===== config.mk =====
export PLATFORM = sky130hd
export DESIGN_NAME = scan_ctrl
export DESIGN_NICKNAME = d
export VERILOG_FILES = /design/src/verilog/conv_ctrl_pkg.sv /design/src/verilog/scan_ctrl.sv
export VERILOG_INCLUDE_DIRS = /design/src /design/src/include
export SDC_FILE = /design/constraint.sdc
export NUM_CORES = 1
export LEC_CHECK = 0
export BUFFER_PORTS_ARGS = -buffer_cell sky130_fd_sc_hd__buf_2
export CORE_MARGIN = 2
export CORE_UTILIZATION = 53
export CTS_CLUSTER_SIZE = 20
export DETAILED_ROUTE_END_ITERATION = 12
export PLACE_DENSITY = 0.77
export SLEW_MARGIN = 20
export SYNTH_ARGS = -nofsm -noshare
export SYNTH_HDL_FRONTEND = slang
export SYNTH_SLANG_ARGS = --single-unit
export TNS_END_PERCENT = 30

===== constraint.sdc =====
create_clock -name clk -period 1.6 [get_ports clk]
set_clock_uncertainty 0.05 [all_clocks]
set_input_delay 0.08 -clock clk [delete_from_list [all_inputs] [get_ports clk]]
set_output_delay 0.08 -clock clk [all_outputs]
set_load 0.01 [all_outputs]

===== src/include/conv_macros.svh =====
`ifndef CONV_MACROS_SVH
`define CONV_MACROS_SVH

// image and kernel geometry
`define CONV_IMG_WIDTH 8
`define CONV_KERNEL 3
`define CONV_TAPS 9
`define CONV_OUT_CH 4
`define CONV_OUT_SIDE (`CONV_IMG_WIDTH - `CONV_KERNEL + 1)

// datapath widths
`define CONV_PIXEL_W 8
`define CONV_WEIGHT_W 8
`define CONV_BIAS_W 16
`define CONV_ACC_W 20
`define CONV_ADDR_W 8

`endif

===== src/verilog/conv_ctrl_pkg.sv =====
`default_nettype none

`include "conv_macros.svh"

package conv_ctrl_pkg;

	typedef logic [`CONV_ADDR_W-1:0] addr_t;
	typedef logic [3:0] coord_t;

	typedef enum logic {ld_idle, ld_load} load_state_t;

	// fill issues the pixel reads, run drains the window pipeline
	typedef enum logic [1:0] {sc_idle, sc_fill, sc_run} scan_state_t;

endpackage

`default_nettype wire


===== src/verilog/scan_ctrl.sv =====
`default_nettype none

`include "conv_macros.svh"

module scan_ctrl (
	input  logic                  clk,
	input  logic                  rst,
	input  logic                  pixel_store_done,
	output logic                  read_pixel_signal,
	output conv_ctrl_pkg::coord_t read_row_addr,
	output conv_ctrl_pkg::coord_t read_col_addr,
	output logic                  save_enable,
	output conv_ctrl_pkg::coord_t output_row,
	output conv_ctrl_pkg::coord_t output_col,
	output logic                  layer2_calculation_done
);

	localparam conv_ctrl_pkg::coord_t LAST = conv_ctrl_pkg::coord_t'(`CONV_IMG_WIDTH - 1);
	localparam conv_ctrl_pkg::coord_t EDGE = conv_ctrl_pkg::coord_t'(`CONV_KERNEL - 1);

	conv_ctrl_pkg::scan_state_t state;
	conv_ctrl_pkg::coord_t      rd_row;
	conv_ctrl_pkg::coord_t      rd_col;
	conv_ctrl_pkg::coord_t      new_row;
	conv_ctrl_pkg::coord_t      new_col;
	logic [1:0]                 pix_dly;
	logic                       pix_valid;
	logic                       rd_last;

	function automatic conv_ctrl_pkg::coord_t wrap_inc(input conv_ctrl_pkg::coord_t v);
		return (v == LAST) ? '0 : v + 1'b1;
	endfunction

	assign read_pixel_signal = (state == conv_ctrl_pkg::sc_fill);
	assign read_row_addr     = rd_row;
	assign read_col_addr     = rd_col;
	assign rd_last           = (rd_row == LAST) && (rd_col == LAST);

	// new_row/new_col name the pixel in the newest window register
	assign pix_valid   = pix_dly[1];
	assign save_enable = pix_valid && (new_row >= EDGE) && (new_col >= EDGE);
	assign output_row  = new_row - EDGE;
	assign output_col  = new_col - EDGE;
	assign layer2_calculation_done = pix_valid && (new_row == LAST) && (new_col == LAST);

	always_ff @(posedge clk or posedge rst)
	begin
		if (rst)
		begin
			state   <= conv_ctrl_pkg::sc_idle;
			rd_row  <= '0;
			rd_col  <= '0;
			new_row <= '0;
			new_col <= '0;
			pix_dly <= '0;
		end
		else
		begin
			// read to window register takes two cycles
			pix_dly <= {pix_dly[0], read_pixel_signal};
			case (state)
				conv_ctrl_pkg::sc_idle:
					if (pixel_store_done)
						state <= conv_ctrl_pkg::sc_fill;
				conv_ctrl_pkg::sc_fill:
					if (rd_last)
						state <= conv_ctrl_pkg::sc_run;
				conv_ctrl_pkg::sc_run:
					if (layer2_calculation_done)
						state <= conv_ctrl_pkg::sc_idle;
				default: state <= conv_ctrl_pkg::sc_idle;
			endcase
			if (read_pixel_signal)
			begin
				rd_col <= wrap_inc(rd_col);
				if (rd_col == LAST)
					rd_row <= wrap_inc(rd_row);
			end
			// both counters wrap back to zero at the end of an image
			if (pix_valid)
			begin
				new_col <= wrap_inc(new_col);
				if (new_col == LAST)
					new_row <= wrap_inc(new_row);
			end
		end
	end

endmodule

`default_nettype wire


Word level (Yosys, flattened, before mapping)
Cells that the tools add are included.
{"block": "word_totals", "reg_bits": 20, "inputBits": 3, "out_inout_bits": 19, "latchBits": 0, "mem_bits_rw": 0, "romBits": 0, "memories": 0, "word_cells": 40}
{"block": "classes", "muxes": 8, "add_sub_neg": 6, "n_shift": 0, "magnitude_cmp": 2, "n_mul": 0, "n_reduce_logical": 9, "div_mod_pow": 0, "n_eq_ne": 9, "n_bitwise": 0}
{"operator": "$add 4x1->4 const B", "count": 4}
{"operator": "$eq 4x3->1 const B", "count": 4}
{"operator": "$mux 4", "count": 4}
{"operator": "$ge 4x2->1 const B", "count": 2}
{"operator": "$sub 4x2->4 const B", "count": 2}
{"operator": "$mux 2", "count": 3}
{"operator": "$pmux 2 s3", "count": 1}
{"operator": "$logic_and 1x1->1", "count": 5}
{"operator": "$ne 2x2->1 const B", "count": 2}
{"operator": "$reduce_and 2->1", "count": 2}
{"operator": "$reduce_and 3->1", "count": 1}
{"operator": "$eq 2x1->1 const B", "count": 1}
{"operator": "$eq 2x2->1 const B", "count": 1}
{"operator": "$logic_not 2->1", "count": 1}
{"operator": "$ne 2x1->1 const B", "count": 1}

Longest topological paths before layout
{"block": "depth", "ltp_word": 5, "depth_mapped": 5, "ltp_nobuf": 4}

Worst setup path before layout
No wires, ideal clock.
{"block": "synth_path", "kind": "reg2reg", "startpoint": "register rd_col[0], in the netlist read_col_addr[0]", "endpoint": "register rd_row[3], in the netlist read_row_addr[3]", "setup_slack_ns": 0.083, "synth_period_minus_slack_ns": 1.517, "t_arrival_ns": 1.340, "n_path_buf": 0, "required_time_ns": 1.422, "setup_ns": 0.128, "stages_incl_launch_ff": 5, "cell_sequence": "dfrtp_1 -> ha_1 -> nand3b_2 -> nor3_2 -> mux2_1"}
{"block": "synth_between", "elab_chain_len": 2}
{"element": "start, declared", "line_no": "scan_ctrl.sv:23", "source": "conv_ctrl_pkg::coord_t rd_col;"}
{"element": "start signal, assigned", "line_no": "scan_ctrl.sv:75", "source": "rd_col <= wrap_inc(rd_col);"}
{"element": "$eq 4x3->1", "line_no": "scan_ctrl.sv:76", "source": "if (rd_col == LAST)"}
{"element": "$reduce_and 2->1 (no source line)"}
{"element": "end signal, assigned", "line_no": "scan_ctrl.sv:77", "source": "rd_row <= wrap_inc(rd_row);"}
{"element": "end, declared", "line_no": "scan_ctrl.sv:22", "source": "conv_ctrl_pkg::coord_t rd_row;"}
No other way between the ends.
A chain may end at the register's enable or synchronous reset.

Worst setup path in the final report
{"block": "layout_path", "startpoint": "register new_col[0]", "endpoint": "output save_enable"}
{"block": "layout_between", "elab_chain_len": 2}
{"element": "start, declared", "line_no": "scan_ctrl.sv:25", "source": "conv_ctrl_pkg::coord_t new_col;"}
{"element": "start signal, assigned", "line_no": "scan_ctrl.sv:82", "source": "new_col <= wrap_inc(new_col);"}
{"element": "$ge 4x2->1", "line_no": "scan_ctrl.sv:41", "source": "assign save_enable = pix_valid && (new_row >= EDGE) && (new_col >= EDGE);"}
{"element": "$logic_and 1x1->1", "line_no": "scan_ctrl.sv:41"}
{"element": "end, declared", "line_no": "scan_ctrl.sv:12", "source": "output logic save_enable,"}
No other way between the ends.

==> reports/metrics.csv <==
stage,metric,value,unit
clock_network,cts-htree-levels,1,
clock_network,clock-sinks,20,
sta,hold_viol,0,
place,portBuffers,21,
floorplan,die-width,49.3,um
drt,drc,0,
pwr,power.total,2.54,mW
pwr,cellLeakagePower,0.657,nW
drt,ant_nets,0,
synthesis,synth_area,0.00109,sq mm
drt,wire_per_inst,11.6,um
sta,setup_viol,0,
floorplan,core_area,0.00194,sq mm
drt,avgViaCountPerCell,5.14,
synthesis,synth_seq_cells,20,
run,drv_cap,0,
synthesis,avgSynthCellArea,10.4,sq um
synthesis,ys.flop_type,dfrtp_1,
cells_and_area,final_nets,148,
drt,num_vias,827,
critical_path,reg2reg_depth,4,
sta,worst_pin_slew,0.400,ns
pwr,vdd_drop_max,1070,uV
sta,post-route-period-util,0.965,
global_route,grt_use_total,0.173,
clock_network,cts_tree,built,
pwr,seq_power_share,0.380,
critical_path,startpoint_type,flip-flop,
floorplan,rows,16,
critical_path,r2r_end,read_col_addr[3]$_DFFE_PP0P_,
sta,maxSlewViolCount,0,
sta,whs,0.0137,ns
global_route,antenna_found_initial,0,
synthesis,netlist.top_cell.by_area,dfrtp_1,
synthesis,synth-edff-count,0,
critical_path,arrival,1.41,ns
synthesis,ys_async_sr_fraction,1.00,
floorplan,initial_core_util,0.559,
synthesis,synth.distinct_cells,33,
clock_network,clk_latency,0.29,ns
pwr,p_int,1.49,mW
critical_path,reg2reg_from,state[0]$_DFFE_PP0P_,
cells_and_area,synthToLayoutAreaGrowth,22.3,%
critical_path,cp_max_fo,3,
cells_and_area,regArea,503,sq um
cells_and_area,multiInputGateArea,534,sq um
cells_and_area,fill_cells,171,
pwr,power_density,1910,mW/mm^2
drt,first_pass_iters,5,
global_route,grt_max_degree,21,
floorplan,die_h,49.3,um
clock_network,numCtsBuffers,3,
worst_hold_path,hp-class,input pin to flip-flop,
synthesis,synthCells,104,
synthesis,yosysTopAreaCellShare,0.461,
sta,rsz0062_at_grt,yes,
sta,clock.fmax,647,MHz
global_route,gr-total-overflow,0,
pwr,switching_share,0.410,
sta,slew_headroom,0.733,
clock_network,cts_root_buf,clkbuf_4,
clock_network,cts_max_path_buffers,2,
critical_path,cp-startpoint,new_col[0]$_DFFE_PP0P_,
critical_path,worstSetupPathType,flip-flop to output port,
drt,drt_iter0_drc,18,
cells_and_area,drive_gt1_frac,0.328,
synthesis,seq_area_frac_synth,0.461,
status,outcome,"finished, final reports clean",
pwr,combPwrFrac,0.511,
clock_network,clk_pin_slew,0.10,ns
worst_hold_path,hp-start,pixel_store_done,
cells_and_area,antenna_cells,0,
synthesis,ys_top_cells_by_area,"dfrtp_1, ha_1, nand2_1, o21ai_0, inv_1",
place,gp_congestion,0.844,
critical_path,cp-end-kind,output port,
pwr,p_clk_frac,0.110,
drt,postRouteWirelength,1.87,mm
synthesis,syn_nets,117,
critical_path,r2r_slack,0.13,ns
floorplan,die-area,0.00243,sq mm
global_route,grt_pass1_vias,791,
floorplan,ioPinCount,22,
pwr,p_switching,1.04,mW
place,dp_hpwl,1.43,mm
worst_hold_path,min_to,state[0]$_DFFE_PP0P_,
worst_hold_path,hold_path_depth,3,
global_route,grt_pass1_wl,3.31,mm
sta,layout_min_cycle_time,1.54,ns
synthesis,yosys_warnings,0,
critical_path,required,1.47,ns
## repair_timing
| action | in CTS | in global routing |
|---|---|---|
| pin swaps | 1 | 1 |
| endpoints found under the setup margin | 2 | 2 |
| resized for setup | 3 | 3 |
| setup buffers | 1 | 4 |
| hold endpoints to repair | 20 | 0 |
| hold buffers | 1 | 0 |
## cell usage in the layout, fill, tap and decap left out, types with 2 or more instances in the layout
master	synthesis	routed
buf_2	1	21
dfrtp_1	20	18
nand2_1	12	12
inv_1	10	10
ha_1	10	9
o21ai_0	8	8
buf_4	2	8
nor2_1	7	7
xor2_1	4	4
nand3_1	3	3
xnor2_1	3	3
clkbuf_4	0	3
nor3_1	2	2
a21oi_1	2	2
dfrtp_2	0	2
## flip-flops by register name (all words and copies together), names as in the netlist
register,flops
pix_dly,2
new_col,4
read_col_addr,4
new_row,4
read_row_addr,4
state,2
## critical path: stages (launching register included)
cell and delay, ns:
dfrtp_1 0.43, inv_1 0.10, ha_1 0.23, nor4_2 0.15, nor2_1 0.08, buf_2 0.14
## cell families (layout without fill, tap and decap cells)
kind of cell / count (synthesis) / count (layout) / share of synthesized area
simple gates: 33 / 33 / 0.169
flops: 20 / 20 / 0.461
compound gates: 15 / 15 / 0.0830
buf+inv: 15 / 45 / 0.0714
fa+ha+maj: 10 / 10 / 0.115
xor+xnor: 7 / 7 / 0.0565
mux: 4 / 4 / 0.0438
## metrics by stage
step / worst slack, ns / utilization / TNS [ns] / area, sq um / std cells
after floorplan: 0.0825 / - / 0 / 1090 / 104
after detailed placement: 0.144 / 0.626 / 0 / 1220 / 151
after global routing: -0.0294 / 0.684 / -0.0591 / 1330 / 161
after global placement: 0.212 / 0.626 / 0 / 1220 / 151
final: 0.0555 / 0.684 / 0 / 1330 / 161
after CTS: 0.0238 / 0.659 / 0 / 1280 / 157
## metal layers
| metal | global-route usage | vias up | share of wire |
|---|---|---|---|
| met5 | 0 | - | 0 |
| met4 | 0.0714 | 0 | 0.024 |
| met3 | 0.0184 | 6 | 0.042 |
| met2 | 0.297 | 25 | 0.48 |
| met1 | 0.221 | 384 | 0.45 |
| li1 | - | 412 | - |
## Yosys cell counts (2+ instances only)
cell type  number
nand3_1         3
nor3_1          2
o21ai_0         8
buf_4           2
xnor2_1         3
a21oi_1         2
nand2_1        12
ha_1           10
nor2_1          7
xor2_1          4
inv_1          10
dfrtp_1        20
## worst max path at each step
stage / to / cells after the start
CTS: layer2_calculation_done / 4
global route: save_enable / 5
finish: save_enable / 5
floorplan: read_row_addr[3]$_DFFE_PP0P_ / 4
global placement: read_row_addr[3]$_DFFE_PP0P_ / 4
detailed placement: read_row_addr[3]$_DFFE_PP0P_ / 4
## area by class of cell
cell class / count / area share
repair buffers: 30 / 0.132
flip-flops and latches: 20 / 0.379
clock buffers: 4 / 0.0273
well taps: 27 / 0.0254
inverters: 11 / 0.0348
multi-input cells: 69 / 0.402
## power groups by stage
stage	sequential (mW)	clock, mW	combinational, mW
3_5_place_dp	0.963	0	1.18
6_report	0.962	0.278	1.30
3_3_place_gp	0.939	0	1.14
4_1_cts	0.954	0.287	1.22
2_1_floorplan	0.979	0	0.754
5_1_grt	0.996	0.317	1.47
No activity file was read; power rests on OpenSTA's default activity.
