### src/include/conv_macros.svh
`ifndef CONV_MACROS_SVH
`define CONV_MACROS_SVH

// image and kernel geometry
`define CONV_IMG_WIDTH 8
`define CONV_KERNEL 3
`define CONV_TAPS 9
`define CONV_OUT_CH 4
`define CONV_OUT_SIDE (`CONV_IMG_WIDTH - `CONV_KERNEL + 1)

// datapath widths
`define CONV_PIXEL_W 8
`define CONV_WEIGHT_W 8
`define CONV_BIAS_W 16
`define CONV_ACC_W 20
`define CONV_ADDR_W 8

`endif
### src/verilog/conv_ctrl_pkg.sv
`default_nettype none

`include "conv_macros.svh"

package conv_ctrl_pkg;

	typedef logic [`CONV_ADDR_W-1:0] addr_t;
	typedef logic [3:0] coord_t;

	typedef enum logic {ld_idle, ld_load} load_state_t;

	// fill issues the pixel reads, run drains the window pipeline
	typedef enum logic [1:0] {sc_idle, sc_fill, sc_run} scan_state_t;

endpackage

`default_nettype wire

### src/verilog/conv_data_pkg.sv
`default_nettype none

`include "conv_macros.svh"

package conv_data_pkg;

	typedef logic [`CONV_PIXEL_W-1:0] pixel_t;
	typedef logic signed [`CONV_WEIGHT_W-1:0] weight_t;
	typedef logic signed [`CONV_BIAS_W-1:0] bias_t;

	// nine products plus bias without saturation
	typedef logic signed [`CONV_ACC_W-1:0] acc_t;

	// channel 0 in the lowest bits
	typedef acc_t [`CONV_OUT_CH-1:0] result_t;

endpackage

`default_nettype wire

### src/verilog/coef_loader.sv
`default_nettype none

`include "conv_macros.svh"

module coef_loader (
	input  logic                   clk,
	input  logic                   rst,
	input  logic                   weight_store_done,
	input  logic                   bias_store_done,
	input  conv_data_pkg::weight_t weight_data,
	input  conv_data_pkg::bias_t   bias_data,
	output conv_ctrl_pkg::addr_t   read_weight_addr,
	output conv_ctrl_pkg::addr_t   read_bias_addr,
	output logic                   read_weight_signal,
	output logic                   read_bias_signal,
	output conv_data_pkg::weight_t weights [`CONV_TAPS][`CONV_OUT_CH],
	output conv_data_pkg::bias_t   biases [`CONV_OUT_CH]
);

	localparam int N_W = `CONV_TAPS * `CONV_OUT_CH;
	localparam int N_B = `CONV_OUT_CH;

	// index 0 is the weight sequencer, index 1 the bias sequencer
	localparam conv_ctrl_pkg::addr_t LOAD_LEN [2] = '{
		conv_ctrl_pkg::addr_t'(N_W),
		conv_ctrl_pkg::addr_t'(N_B)
	};

	conv_ctrl_pkg::load_state_t state [2];
	conv_ctrl_pkg::addr_t       rd_cnt [2];
	logic                       start [2];
	logic                       rd_on [2];
	logic                       cap_en [2];

	always_comb
	begin
		start[0] = weight_store_done;
		start[1] = bias_store_done;
		for (int g = 0; g < 2; g++)
		begin
			rd_on[g] = (state[g] == conv_ctrl_pkg::ld_load) && (rd_cnt[g] != LOAD_LEN[g]);
		end
	end

	assign read_weight_addr   = rd_cnt[0];
	assign read_weight_signal = rd_on[0];
	assign read_bias_addr     = rd_cnt[1];
	assign read_bias_signal   = rd_on[1];

	always_ff @(posedge clk or posedge rst)
	begin
		if (rst)
		begin
			for (int g = 0; g < 2; g++)
			begin
				state[g]  <= conv_ctrl_pkg::ld_idle;
				rd_cnt[g] <= '0;
				cap_en[g] <= 1'b0;
			end
		end
		else
		begin
			for (int g = 0; g < 2; g++)
			begin
				// memory answers one cycle after the read
				cap_en[g] <= rd_on[g];
				case (state[g])
					conv_ctrl_pkg::ld_idle:
					begin
						rd_cnt[g] <= '0;
						if (start[g])
							state[g] <= conv_ctrl_pkg::ld_load;
					end
					conv_ctrl_pkg::ld_load:
					begin
						// last word is captured on this edge
						if (rd_cnt[g] == LOAD_LEN[g])
							state[g] <= conv_ctrl_pkg::ld_idle;
						else
							rd_cnt[g] <= rd_cnt[g] + 1'b1;
					end
					default: state[g] <= conv_ctrl_pkg::ld_idle;
				endcase
			end
		end
	end

	// flat order tap*channels+channel, so address a ends at index a
	always_ff @(posedge clk or posedge rst)
	begin
		if (rst)
		begin
			for (int i = 0; i < N_W; i++)
				weights[i / `CONV_OUT_CH][i % `CONV_OUT_CH] <= '0;
			for (int c = 0; c < N_B; c++)
				biases[c] <= '0;
		end
		else
		begin
			if (cap_en[0])
			begin
				for (int i = 0; i < N_W - 1; i++)
					weights[i / `CONV_OUT_CH][i % `CONV_OUT_CH] <=
						weights[(i + 1) / `CONV_OUT_CH][(i + 1) % `CONV_OUT_CH];
				weights[`CONV_TAPS-1][`CONV_OUT_CH-1] <= weight_data;
			end
			if (cap_en[1])
			begin
				for (int c = 0; c < N_B - 1; c++)
					biases[c] <= biases[c + 1];
				biases[N_B-1] <= bias_data;
			end
		end
	end

endmodule

`default_nettype wire

### config.mk
export PLATFORM = sky130hd
export DESIGN_NAME = coef_loader
export DESIGN_NICKNAME = d
export VERILOG_FILES = /design/src/verilog/conv_ctrl_pkg.sv /design/src/verilog/conv_data_pkg.sv /design/src/verilog/coef_loader.sv
export VERILOG_INCLUDE_DIRS = /design/src /design/src/include
export SDC_FILE = /design/constraint.sdc
export NUM_CORES = 1
export LEC_CHECK = 0
export BUFFER_PORTS_ARGS = -buffer_cell sky130_fd_sc_hd__buf_2
export CORE_MARGIN = 1
export CORE_UTILIZATION = 56
export DETAILED_ROUTE_END_ITERATION = 16
export PLACE_DENSITY_LB_ADDON = 0.1
export SYNTH_ARGS = -nofsm -noshare
export SYNTH_HDL_FRONTEND = slang
export SYNTH_SLANG_ARGS = --single-unit
### constraint.sdc
create_clock -name clk -period 36.1 [get_ports clk]
set_clock_uncertainty 0.2 [all_clocks]
set_input_delay 3.61 -clock clk [delete_from_list [all_inputs] [get_ports clk]]
set_output_delay 3.61 -clock clk [all_outputs]
set_load 0.02 [all_outputs]
# Yosys cells after proc, flatten, opt, wreduce, memory -nomap -nowiden
# Cells that the tools add are included.
# totals
register_bits	372
in_bits	28
output_inout_bits	370
elab_cells	68
# op_classes
addsub	2
eq_ne	6
muxes	10
bitwise_logic	2
n_reduce_logical	2
# ops
op	count
$pmux W8 S2	2
$add A8 B1 Y8 const B	2
$mux W8	2
$eq A8 B3 Y1 const B	1
$eq A8 B6 Y1 const B	1
$ne A8 B3 Y1 const B	1
$ne A8 B6 Y1 const B	1
$mux W1	4
$ne A2 B2 Y1 const B	2
$pmux W1 S2	2
$logic_and A1 B1 Y1	2
$not A1 Y1	2

# Longest topological paths before layout
# depth
ltp_word	3
ltp_mapped	5
mapped_depth_nobuf	5

# Worst setup path after synthesis
# No wires, ideal clock.
# synth_path
path_kind	reg2out
start	register rd_cnt, in the netlist read_weight_addr[4]
end	output port read_weight_signal
arrival_ps	1504
required_ps	32290
path_slack_ps	30786
path_stages_with_launch	4
path_buffers	0
cell_sequence	dfrtp_1 > or4b_4 > nor3_4 > nor2_1
# synth_between
elab_chain_len	2
# synth_lines
element	line	source
start: declaration	coef_loader.sv:30	conv_ctrl_pkg::addr_t rd_cnt [2];
start signal: indexed assignment	coef_loader.sv:80	rd_cnt[g] <= rd_cnt[g] + 1'b1;
$ne A8 B6 Y1	coef_loader.sv:41	rd_on[g] = (state[g] == conv_ctrl_pkg::ld_load) && (rd_cnt[g] != LOAD_LEN[g]);
$logic_and A1 B1 Y1	coef_loader.sv:41	
end: declaration	coef_loader.sv:14	output logic read_weight_signal,
# No other way between the ends.

# Worst setup path in the final report
# Same ends and word-level chain as after synthesis.

==> results.sh <==
export IMPL_result_of_the_run="complete, no violations"
export IMPL_dpl_instance_area_sq_um=16200
export IMPL_async_reset_ff_frac=1.00
export IMPL_synthXorXnorAreaFrac=0.00188
export IMPL_rsz_0062_raised_after_global_routing="false"
export IMPL_path_max_fanout=6
export IMPL_drtAntennaViolNets=0
export IMPL_vdd_ir_drop_worst_mv=0.0771
export IMPL_critPathSlowestCell="or4b_4"
export IMPL_synth_edf_count=0
export IMPL_cts_tree="done"
export IMPL_routabilityCongestion=0.829
export IMPL_power_static_leakage_nw=8.33
export IMPL_netlist_instances=846
export IMPL_vias_per_cell=5.22
export IMPL_grt_pass1_wl_um=48300
export IMPL_global_route_overflow_total=0
export IMPL_synthToLayoutAreaGrowth_pct=25.8
export IMPL_cts_hold_repair_buffers=0
export IMPL_grt_antenna_before_repair=1
export IMPL_routedWlPerCell_um=18.8
export IMPL_synth_mux_area_fraction=0.287
export IMPL_setup_worst_path_class="register to output port"
export IMPL_number_of_levels_in_the_clock_h_tree=2
export IMPL_root_buffer="clkbuf_16"
export IMPL_finalHoldWorstSlack_ps=302
export IMPL_max_clock_freq_ghz=0.169
export IMPL_worst_ep_required_time_ps=32290
export IMPL_power_per_cell_area_nw_per_um2=115
export IMPL_num_io_pins=398
export IMPL_depth_of_the_worst_register_to_register_path=3
export IMPL_synth_area_per_cell_sq_um=16.5
export IMPL_synth_cell_type_count=29
export IMPL_share_of_the_synthesized_area_in_compound_gates_ao_oa_aoi_oai=0.00798
export IMPL_grt_start_max_net_pins=171
export IMPL_floorplan_initialDensity=0.572
export IMPL_postRouteWirelength_um=30100
export IMPL_layout_cell_area_non_filler_sq_um=17600
export IMPL_critical_path_top_delay_family="simple AND/OR/NAND/NOR gates"
export IMPL_cts_sinks=372
export IMPL_synth_warning_count=0
export IMPL_worstReg2RegStart="cap_en[1]$_DFF_PP0_"
export IMPL_relSlewSlack=0.305
export IMPL_final_period_utilization=0.164
export IMPL_synth_cell_area_sq_um=14000
export IMPL_rows=57
export IMPL_tightest_slew_ps=1040
export IMPL_yosys_area_share_adder=0.00359
export IMPL_worstSetupStartpointType="register"
export IMPL_drt_iter0_drc=506
export IMPL_final_util=0.720
export IMPL_die_w_um=160
export IMPL_drc=0
export IMPL_crit_cells=4
export IMPL_synth_seq_cells=372
export IMPL_detailroute_via_count=8359
export IMPL_timing_critical_path_cells="or4b_4 -> nor3_4 -> nor2_1 -> buf_2"
export IMPL_end_kind="output port"
export IMPL_crit_arrival_ps=2100
export IMPL_hpwlAfterDp_um=20900
export IMPL_minimum_clock_period_ps=5920
export IMPL_die_height_um=160
export IMPL_critPathMaxStageDelay_ps=580
export IMPL_reg2reg_to="weights[133]$_DFFE_PP0P_"
export IMPL_synth_top_family_by_area="multiplexers"
export IMPL_via_count_of_the_first_global_routing_pass=8479
export IMPL_setup_violations=0
export IMPL_fillerInstances=1698
export IMPL_clkTransAtPathRegs_ps=60
export IMPL_setup_worst_path_end="read_weight_signal"
export IMPL_setup_total_neg_slack_ps=0
export IMPL_report_final_hold_viol_count=0
export IMPL_r2r_slack_ps=32560
export IMPL_hold_path_class="register to register"
export IMPL_path_buf_inv=1
export IMPL_port_buffers=397
export IMPL_worstSetupStartpoint="read_weight_addr[4]$_DFFE_PP0P_"
export IMPL_finish_net_count=1279
export IMPL_clock_path_buffers=3
export IMPL_die_area_sq_um=25600
export IMPL_report_final_slew_viol_count=0
export IMPL_first_pass_iteration_count_of_the_detailed_router=4
export IMPL_syn_nets=878
export IMPL_post_cts_repair_setup_buffers=0
export IMPL_cts_repair_resize_count=0
export IMPL_final_layout_size_suffix_gt1_frac=0.644
export IMPL_worst_skew_pair_late_latency_ps=510
export IMPL_floorplan_core_area_sq_um=24400
export IMPL_drv_cap=0
export IMPL_seq_area_frac_synth=0.667
export IMPL_synth_ff_type="dfrtp_1"
export IMPL_grt_total_usage=0.240
export IMPL_simple_gate_share_of_the_synthesized_area=0.0171
export IMPL_cts_made_buffers=38
## synth_stat cells (3+ instances only)
| cell type | n | area share |
|---|---|---|
| mux2i_1 | 4 | 0.0029 |
| o21ai_0 | 7 | 0.0025 |
| nand4_1 | 3 | 0.0013 |
| nor2_1 | 4 | 0.0011 |
| nand2_1 | 13 | 0.0035 |
| clkbuf_1 | 13 | 0.0035 |
| or3_1 | 7 | 0.0031 |
| a21boi_1 | 3 | 0.0016 |
| a21oi_1 | 4 | 0.0014 |
| mux2_2 | 352 | 0.28 |
| buf_2 | 29 | 0.010 |
| dfrtp_1 | 372 | 0.67 |
| nand3_1 | 9 | 0.0032 |
| inv_1 | 6 | 0.0016 |
| ha_1 | 4 | 0.0036 |
## cells in the final DEF, fill, tap and decap left out, drive strengths merged
cell and instances:
and2 1, o21a 1, a31oi 1, mux2 352, a21boi 3, o31ai 1
and3 1, a211oi 1, mux2i 4, inv 6, diode 1, nor4 1
xnor2 1, nor2b 2, nand4 3, buf 403, or4b 1, o21ai 8
nand2b 1, xor2 2, nand3 9, or3 7, bufinv 4, nand2 13
ha 4, nor2 4, nor3 1, dfrtp 372, clkinv 8, clkbuf 57
a21oi 4
## sequential cells by signal (all words and copies together) (netlist names)
name and cells:
biases 64, weights 288, state 2, read_bias_addr 8, read_weight_addr 8, cap_en 2
## worst min path at each step
stage | startpoint | to | slack [ps] | cells past startpoint
6_report | weights[286]$_DFFE_PP0P_ | weights[286]$_DFFE_PP0P_ | 300 | 1
3_3_place_gp | biases[61]$_DFFE_PP0P_ | biases[61]$_DFFE_PP0P_ | 280 | 1
3_5_place_dp | weights[287]$_DFFE_PP0P_ | weights[287]$_DFFE_PP0P_ | 290 | 1
4_1_cts | biases[51]$_DFFE_PP0P_ | biases[51]$_DFFE_PP0P_ | 300 | 1
5_1_grt | weights[284]$_DFFE_PP0P_ | weights[284]$_DFFE_PP0P_ | 310 | 1
2_1_floorplan | state[0]$_DFF_PP0_ | read_bias_addr[5]$_DFFE_PP0P_ | 340 | 1
## power breakdown
part,total (mW),switching [mW],internal (mW)
Clock,0.407,0.153,0.254
Combinational,0.835,0.482,0.354
Sequential,0.785,0.160,0.624
## per-layer routing
layer  track usage  part of all wire
met1         0.311              0.41
met2         0.399              0.50
met3        0.0629             0.071
met4        0.0732             0.025
met5             0                 0
## kinds of logic (layout without fill, tap and decap cells)
| kind of cell | Yosys count | in the layout |
|---|---|---|
| flops | 372 | 372 |
| mux | 356 | 356 |
| buf+inv | 48 | 478 |
| simple gates | 44 | 44 |
| compound gates | 19 | 19 |
| fa+ha+maj | 4 | 4 |
| xor+xnor | 3 | 3 |
| other cells | 0 | 1 |
## cell type report
class	instances	area, sq um	share of cell area
repair buffers	403	2040	0.116
multi-input cells	426	4430	0.252
clock inverters	12	160	0.00912
flip-flops and latches	372	9310	0.530
clock buffers	57	1180	0.0670
well taps	324	405	0.0231
diodes	1	2.50	0.000142
inverters	6	30.0	0.00171
## stage by stage
step | power, mW | std cells | setup WS, ps
6_report | 2.03 | 1601 | 30190
5_1_grt | 2.14 | 1601 | 30100
3_3_place_gp | 1.61 | 1531 | 30470
4_1_cts | 2.05 | 1600 | 30160
2_1_floorplan | 1.31 | 846 | 21960
3_5_place_dp | 1.63 | 1531 | 30460
Note: power is estimated with default switching activity, not from simulation.
