**src/include/conv_macros.svh**
```systemverilog
`ifndef CONV_MACROS_SVH
`define CONV_MACROS_SVH

// image and kernel geometry
`define CONV_IMG_WIDTH 8
`define CONV_KERNEL 3
`define CONV_TAPS 9
`define CONV_OUT_CH 4
`define CONV_OUT_SIDE (`CONV_IMG_WIDTH - `CONV_KERNEL + 1)

// datapath widths
`define CONV_PIXEL_W 8
`define CONV_WEIGHT_W 8
`define CONV_BIAS_W 16
`define CONV_ACC_W 20
`define CONV_ADDR_W 8

`endif
```
**src/verilog/conv_data_pkg.sv**
```systemverilog
`default_nettype none

`include "conv_macros.svh"

package conv_data_pkg;

	typedef logic [`CONV_PIXEL_W-1:0] pixel_t;
	typedef logic signed [`CONV_WEIGHT_W-1:0] weight_t;
	typedef logic signed [`CONV_BIAS_W-1:0] bias_t;

	// nine products plus bias without saturation
	typedef logic signed [`CONV_ACC_W-1:0] acc_t;

	// channel 0 in the lowest bits
	typedef acc_t [`CONV_OUT_CH-1:0] result_t;

endpackage

`default_nettype wire

```
**src/verilog/channel_mac.sv**
```systemverilog
`default_nettype none

`include "conv_macros.svh"

module channel_mac (
	input  conv_data_pkg::pixel_t  window [`CONV_TAPS],
	input  conv_data_pkg::weight_t weights [`CONV_TAPS],
	input  conv_data_pkg::bias_t   bias,
	output conv_data_pkg::acc_t    result
);

	conv_data_pkg::acc_t prod [`CONV_TAPS];
	conv_data_pkg::acc_t sum_l1 [4];
	conv_data_pkg::acc_t sum_l2 [2];
	conv_data_pkg::acc_t tail;

	always_comb
	begin
		// pixels are unsigned, so one zero bit before going signed
		for (int t = 0; t < `CONV_TAPS; t++)
			prod[t] = $signed({1'b0, window[t]}) * weights[t];
		for (int k = 0; k < 4; k++)
			sum_l1[k] = prod[2*k] + prod[2*k + 1];
		sum_l2[0] = sum_l1[0] + sum_l1[1];
		sum_l2[1] = sum_l1[2] + sum_l1[3];
		tail = prod[`CONV_TAPS-1] + conv_data_pkg::acc_t'(bias);
		result = (sum_l2[0] + sum_l2[1]) + tail;
	end

endmodule

`default_nettype wire

```
**config.mk**
```make
export PLATFORM = sky130hd
export DESIGN_NAME = channel_mac
export DESIGN_NICKNAME = d
export VERILOG_FILES = /design/src/verilog/conv_data_pkg.sv /design/src/verilog/channel_mac.sv
export VERILOG_INCLUDE_DIRS = /design/src /design/src/include
export SDC_FILE = /design/constraint.sdc
export NUM_CORES = 1
export LEC_CHECK = 0
export BUFFER_PORTS_ARGS = -buffer_cell sky130_fd_sc_hd__buf_2
export CORE_MARGIN = 1.5
export CORE_UTILIZATION = 55
export DETAILED_ROUTE_END_ITERATION = 6
export PLACE_DENSITY = 0.83
export SYNTH_ARGS = -nofsm -noshare
export SYNTH_HDL_FRONTEND = slang
export SYNTH_SLANG_ARGS = --single-unit
```
**constraint.sdc**
```tcl
create_clock -name vclk -period 7.8
set_clock_uncertainty 0.15 [all_clocks]
set_input_delay 0.78 -clock vclk [all_inputs]
set_output_delay 0.78 -clock vclk [all_outputs]
set_load 0.05 [all_outputs]
```
# --- After elaboration in Yosys (flattened, before gate mapping) ---
# Index checks and enable logic that the tools add are counted.
op_classes:
  mux: 0
  shift: 0
  magnitude_cmp: 0
  addsub: 9
  eq_ne: 0
  div: 0
  reduce_logical: 0
  bitwise: 0
  multipliers: 9
ops:
  columns: ["op", "n"]
  rows:
  - ["multiplier 9 x 8 -> 17 bit", 9]
  - ["adder 17 x 17 -> 18 bit", 4]
  - ["adder 18 x 18 -> 19 bit", 2]
  - ["adder 19 x 19 -> 20 bit", 1]
  - ["adder 20 x 18 -> 20 bit", 1]
  - ["adder 17 x 16 -> 18 bit", 1]
totals:
  register_bits: 0
  latchBits: 0
  in_bits: 160
  mem_count: 0
  mem_bits_rw: 0
  elab_cells: 18
  mem_bits_ro: 0

# --- Depth between registers and ports, before layout ---
# Gate-level depths: netlist of the first run.
depth:
  depth_word: 5
  ltp_mapped: 29
  ltp_nobuf: 28

# --- Least setup slack after synthesis of the first run ---
# No wires, ideal clock.
synth_timing:
  path_type: "input to output"
  startpoint: "in window[69] (netlist name)"
  endpoint: "out result[16]"
  t_arrival_ns: 8.875
  path_stages: 23
  path_slack_ns: -2.005
  path_cell_list: "clkbuf_1 nand2_1 fa_1 inv_1 fa_1 fa_1 fa_1 fa_1 inv_1 fa_1 fa_1 inv_1 fa_1 fa_1 inv_1 fa_1 inv_1 ha_1 o21ai_0 a21oi_1 o21ai_1 a21oi_1 o311ai_0"
synth_via:
  elab_chain_cells: 5
synth_rtl:
  columns: ["element", "line_no", "rtl"]
  rows:
  - ["from (decl)", "channel_mac.sv:6", "input conv_data_pkg::pixel_t window [`CONV_TAPS],"]
  - ["multiplier 9 x 8 -> 17 bit", "channel_mac.sv:21", "prod[t] = $signed({1'b0, window[t]}) * weights[t];"]
  - ["adder 17 x 17 -> 18 bit", "channel_mac.sv:23", "sum_l1[k] = prod[2*k] + prod[2*k + 1];"]
  - ["adder 18 x 18 -> 19 bit", "channel_mac.sv:24", "sum_l2[0] = sum_l1[0] + sum_l1[1];"]
  - ["adder 19 x 19 -> 20 bit", "channel_mac.sv:27", "result = (sum_l2[0] + sum_l2[1]) + tail;"]
  - ["adder 20 x 18 -> 20 bit", "channel_mac.sv:27", null]
  - ["to (decl)", "channel_mac.sv:9", "output conv_data_pkg::acc_t result"]
# No other way between the ends.

# --- Worst setup path in the final report of the first run ---
layout_timing:
  startpoint: "in weights[38] (netlist name)"
  endpoint: "out result[19]"
layout_via:
  elab_chain_cells: 5
layout_rtl:
  columns: ["element", "line_no", "rtl"]
  rows:
  - ["from (decl)", "channel_mac.sv:7", "input conv_data_pkg::weight_t weights [`CONV_TAPS],"]
  - ["multiplier 9 x 8 -> 17 bit", "channel_mac.sv:21", null]
  - ["adder 17 x 17 -> 18 bit", "channel_mac.sv:23", null]
  - ["adder 18 x 18 -> 19 bit", "channel_mac.sv:25", "sum_l2[1] = sum_l1[2] + sum_l1[3];"]
  - ["adder 19 x 19 -> 20 bit", "channel_mac.sv:27", null]
  - ["adder 20 x 18 -> 20 bit", "channel_mac.sv:27", null]
# No other way between the ends.

==> results of run 1 <==
repair_timing:
item,in CTS,in global routing
setup buffers,5,7
hold buffers,0,0
pin swaps,75,46
resized for setup,175,67
endpoints found under the setup margin,16,16
logic make-up after synthesis:
group | count (synthesis)
fa+ha+maj | 875
xor+xnor | 30
buf+inv | 798
simple gates | 607
compound gates | 38
per-stage QoR:
stage                     TNS (ns)  cell area, sq um  setup WS [ns]  hold WS, ns  std cells
after floorplan              -6.62             22600         -0.699         2.02       2348
after global placement      -15.89             26000          -1.33         2.30       3296
after detailed placement    -16.86             26000          -1.40         2.28       3296
after CTS                   -12.93             26600          -1.13         2.29       3301
after global routing        -17.62             26900          -1.43         2.33       3315
final                       -14.11             26900          -1.20         2.28       3315
area by class of cell:
class | instances | area [sq um]
Fill cell | 3036 | 12900
Multi-Input combinational cell | 1550 | 19900
Antenna cell | 8 | 20.0
Timing Repair Buffer | 437 | 3360
Tap cell | 525 | 657
Inverter | 795 | 2990
worst min-delay path, stage by stage:
cell,delay [ns]
buf_2,0.08
ha_1,0.14
ha_1,0.12
ha_1,0.14
ha_1,0.12
buf_2,0.27
routing by layer:
layer,wire (um),part of all wire,vias up
li1,-,-,7486
met1,23600,0.39,8479
met2,30300,0.50,560
met3,3560,0.059,174
met4,3350,0.055,4
met5,17,0.00028,-
layout by cell type, fill, tap and decap left out, types with 2 or more instances in the layout:
| cell type | netlist | routed |
|---|---|---|
| ha_4 | 0 | 12 |
| xnor2_4 | 0 | 6 |
| buf_4 | 0 | 264 |
| nand2_1 | 186 | 177 |
| buf_6 | 0 | 51 |
| buf_2 | 1 | 103 |
| fa_2 | 0 | 28 |
| xor2_4 | 0 | 2 |
| nor2_1 | 34 | 33 |
| inv_1 | 794 | 771 |
| nor3_4 | 0 | 2 |
| a21o_1 | 4 | 4 |
| a21oi_2 | 0 | 3 |
| o21ai_2 | 0 | 2 |
| a21oi_4 | 0 | 4 |
| nor2b_1 | 32 | 29 |
| fa_1 | 584 | 556 |
| xnor2_2 | 0 | 4 |
| o21ai_0 | 9 | 4 |
| nand2b_1 | 21 | 20 |
| nand2_2 | 0 | 9 |
| buf_12 | 0 | 8 |
| diode_2 | 0 | 8 |
| a21oi_1 | 10 | 3 |
| xnor2_1 | 27 | 17 |
| buf_8 | 0 | 6 |
| clkbuf_4 | 0 | 5 |
| a31oi_4 | 0 | 3 |
| nor2b_4 | 0 | 2 |
| ha_1 | 291 | 278 |
| inv_2 | 0 | 22 |
| and2_4 | 0 | 29 |
| and2_1 | 329 | 300 |
| o21ai_4 | 0 | 5 |
worst max path at each step:
stage                 end   startpoint  slack (ns)
3_3_place_gp   result[13]  weights[42]       -1.33
4_1_cts        result[18]  weights[38]       -1.13
3_5_place_dp   result[13]   window[55]       -1.40
5_1_grt        result[19]  weights[48]       -1.43
2_1_floorplan  result[19]  weights[53]       -0.70
6_report       result[19]  weights[38]       -1.20
==> results.py, run 1 <==
metrics = {
    "grt": {
        "grt_usage": 0.312,
        "grt.met3_usage": 0.0342,
        "grt_remaining_overflow": 0,
        "met1_usage": 0.402,
        "grt_pass1_wl_um": 99100,
        "grt_pass1_vias": 19200,
        "busiest_layer": "met2",
        "antenna_found_initial": 11,
        "grt_use_met2": 0.534,
        "grt_max_degree": 9,
    },
    "logic_synthesis": {
        "synth_fa_ha_area_frac": 0.694,
        "synth_area_sq_um": 22100,
        "synth_top_area_share": 0.529,
        "seq_area_frac_synth": 0,
        "ys_top_cells_by_count": "inv_1 (794), fa_1 (584), and2_1 (329), ha_1 (291), nand2_1 (186)",
        "syn_nets": 3383,
        "synth.distinct_cells": 32,
        "synth_cells": 2348,
        "synthXorXnorAreaFrac": 0.0119,
        "synth_simple_gate_area_frac": 0.147,
        "synth_compound_area_frac": 0.0117,
        "yosysTopAreaCell": "fa_1",
        "synth_top_family_by_area": "adder cells",
        "synth_mux_area_frac": 0,
        "synth.avg_cell_area_sq_um": 9.41,
        "yosys-top-cells-area": "fa_1 (53%), ha_1 (16%), inv_1 (13%)",
        "yosysMostFrequentCell": "inv_1",
        "yosys_warnings": 0,
    },
    "setup_path": {
        "critPathMaxFanout": 4,
        "start_kind": "input pin",
        "cp_common_cell": "fa_1",
        "end_kind": "output port",
        "crit_family": "adder cells",
        "path_buf_inv": 8,
        "path_depth": 26,
        "cp_slowest_cell": "fa_1",
        "cp.arrival_ns": 8.07,
        "critPathKind": "in2out",
        "cpPeakStageDelay_ns": 0.58,
        "required_ns": 6.87,
    },
    "route": {
        "ant_nets": 0,
        "initialDrtViolationCount": 829,
        "wl_per_cell_um": 18.3,
        "post-route-drc-count": 0,
        "first_pass_iters": 5,
        "routed_wl_um": 60800,
        "vias_per_cell": 5.04,
        "vias": 16700,
    },
    "min_path": {
        "worst_hold_startpoint": "bias[0]",
        "hold_path.class": "in2out",
        "hold_path_end": "result[0]",
        "hold_depth": 6,
    },
    "final_layout": {
        "nNetsFinal": 3819,
        "clock_buffers": 0,
        "syn2layout_area_growth_pct": 21.6,
        "seqCellArea_sq_um": 0,
        "layout-drive-gt1-share": 0.209,
        "post-route-util": 0.676,
        "seq_cells": 0,
    },
    "placed_design": {
        "port_buffers": 180,
        "dpl.hpwl_um": 56300,
        "globalplace.congestion": 1.01,
    },
    "timing": {
        "layout_min_cycle_time_ns": 9.00,
        "period_share": 1.15,
        "rsz0062_at_grt": "true",
        "fmax_mhz": 111,
        "slew_viol_final": 0,
        "max-slew-margin-rel": 0.702,
        "finalWorstSetupSlack_ns": -1.20,
        "setup_viol": 16,
        "worst_pin_slew_ns": 0.444,
        "hold_viol": 0,
    },
    "floorplan": {
        "fp.coreArea_sq_um": 39700,
        "ios": 180,
        "dieArea_sq_um": 41400,
        "die_x_um": 203,
        "rows": 73,
        "die_h_um": 203,
        "initial_core_util": 0.556,
    },
    "outcome": {
        "violations": "setup timing",
        "status": "finished with violations",
    },
    "flow_run": {
        "drv_cap": 0,
    },
}
Power of run 1 is not shown: default switching activity piles up to over one toggle a cycle in this logic, so the estimate is an artifact.
==> run 2, diff against run 1 <==
Settings changed: CORE_MARGIN 1.5 to not set, PLACE_DENSITY 0.83 to 0.8.
Clock period 7.8 ns to 8.7 ns, I/O delays scaled along.
==> run 2 against run 1 <==
  * Largest cell class unchanged
  * The flow still finishes with violations (setup timing)
  * Design area is 1.2% lower
  * First-iteration DRC count rose by 18%
  * Via count fell by 1.3%
  * Cell count decreased by 0.84%
  * Global-route usage down 0.43 points
  * Setup slack better by 0.83 ns
  * Flip-flop and latch count stayed put
  * Critical endpoint is now result[15]
  * Die area fell by 0.98%
  * Critical path depth fell by 1
  * Sequential share of layout area is the same
==> results.py, run 2 (synthesis results as in run 1) <==
metrics = {
    "outcome": {
        "status": "finished with violations",
        "violations": "setup timing",
    },
    "setup_path": {
        "cp_slowest_cell": "fa_1",
        "critPathMaxFanout": 6,
        "cp_common_cell": "fa_1",
        "required_ns": 7.68,
        "critPathKind": "in2out",
        "start_kind": "input pin",
        "crit_family": "adder cells",
        "path_buf_inv": 7,
        "cpPeakStageDelay_ns": 0.55,
        "end_kind": "output port",
        "cp.arrival_ns": 8.06,
    },
    "grt": {
        "grt_pass1_wl_um": 97500,
        "antenna_found_initial": 5,
        "grt_max_degree": 9,
        "grt_pass1_vias": 18600,
        "grt_usage": 0.308,
        "grt_remaining_overflow": 0,
    },
    "placed_design": {
        "globalplace.congestion": 1.04,
        "dpl.hpwl_um": 54900,
        "dpl_worst_slack_ns": -0.783,
        "port_buffers": 180,
    },
    "final_layout": {
        "seq_cells": 0,
        "final_common_cell": "inv_1",
        "syn2layout_area_growth_pct": 20.1,
        "seqCellArea_sq_um": 0,
        "layout-drive-gt1-share": 0.208,
        "nNetsFinal": 3794,
        "clock_buffers": 0,
        "n_fill_cell": 3115,
        "layout_common_cells": "inv_1 (761), fa_1 (553), and2_1 (301)",
    },
    "route": {
        "vias": 16500,
        "first_pass_iters": 6,
        "routed_wl_um": 59300,
        "initialDrtViolationCount": 976,
        "post-route-drc-count": 0,
        "vias_per_cell": 5.02,
        "wl_per_cell_um": 18.0,
        "ant_nets": 0,
    },
    "floorplan": {
        "initial_core_util": 0.557,
        "ios": 180,
        "die_x_um": 202,
        "fp.coreArea_sq_um": 39600,
        "die_h_um": 202,
        "rows": 73,
        "dieArea_sq_um": 41000,
    },
    "timing": {
        "slew_viol_final": 0,
        "fmax_mhz": 110,
        "max-slew-margin-rel": 0.682,
        "period_share": 1.04,
        "layout_min_cycle_time_ns": 9.08,
        "worst_pin_slew_ns": 0.474,
        "rsz0062_at_grt": "true",
        "hold_viol": 0,
        "finalWorstSetupSlack_ns": -0.379,
        "setup_viol": 9,
    },
    "flow_run": {
        "drv_cap": 0,
    },
    "min_path": {
        "hold_path.class": "in2out",
    },
}
-- run 2: changes by cell type in the layout (fill, tap and decap cells not counted), sizes merged --
cell / delta
clkbuf: +4
diode: -3
clkinv: -1
buf: -29
inv: +1
-- run 2: area by class of cell --
| class | count | area, sq um | share of cell area |
|---|---|---|---|
| Antenna cell | 5 | 12.5 | 0.000471 |
| Inverter | 795 | 2990 | 0.113 |
| Multi-Input combinational cell | 1550 | 19800 | 0.745 |
| Tap cell | 525 | 657 | 0.0247 |
| Timing Repair Buffer | 412 | 3110 | 0.117 |
-- run 2: worst paths after layout --
check,from,end,slack [ns],cells after the start
max,weights[34],result[15],-0.38,25
min,bias[0],result[0],2.46,6
-- run 2: routing by layer --
metal	vias up	GRT usage	wire length, um	share of wire
met5	-	0	0	0
met4	0	0.0701	1710	0.029
met3	89	0.0242	3650	0.062
met2	496	0.519	29400	0.50
met1	8477	0.436	24600	0.41
li1	7429	-	-	-
-- run 2: tightest hold or removal path: stages --
cell,delay [ns]
buf_2,0.08
ha_1,0.13
ha_1,0.14
ha_1,0.14
ha_1,0.12
buf_2,0.26
-- run 2: metrics by stage --
step / area, sq um / hold slack, ns / instances / setup TNS [ns] / utilization
final: 26600 / 2.46 / 3287 / -2.77 / 0.670
after CTS: 26100 / 2.49 / 3277 / -3.12 / 0.658
after floorplan: 22200 / 2.20 / 2348 / -0.186 / -
after detailed placement: 25400 / 2.48 / 3273 / -7.03 / 0.642
after global placement: 25400 / 2.44 / 3273 / -5.47 / 0.642
after global routing: 26600 / 2.53 / 3287 / -5.01 / 0.670
-- run 2: repair_timing --
item | in CTS | in global routing
pin swaps | 66 | 96
buffers inserted | 5 | 5
setup endpoints to repair | 13 | 13
hold buffers | 0 | 0
gates resized for setup | 166 | 174
Power of run 2 is left out for the same reason.
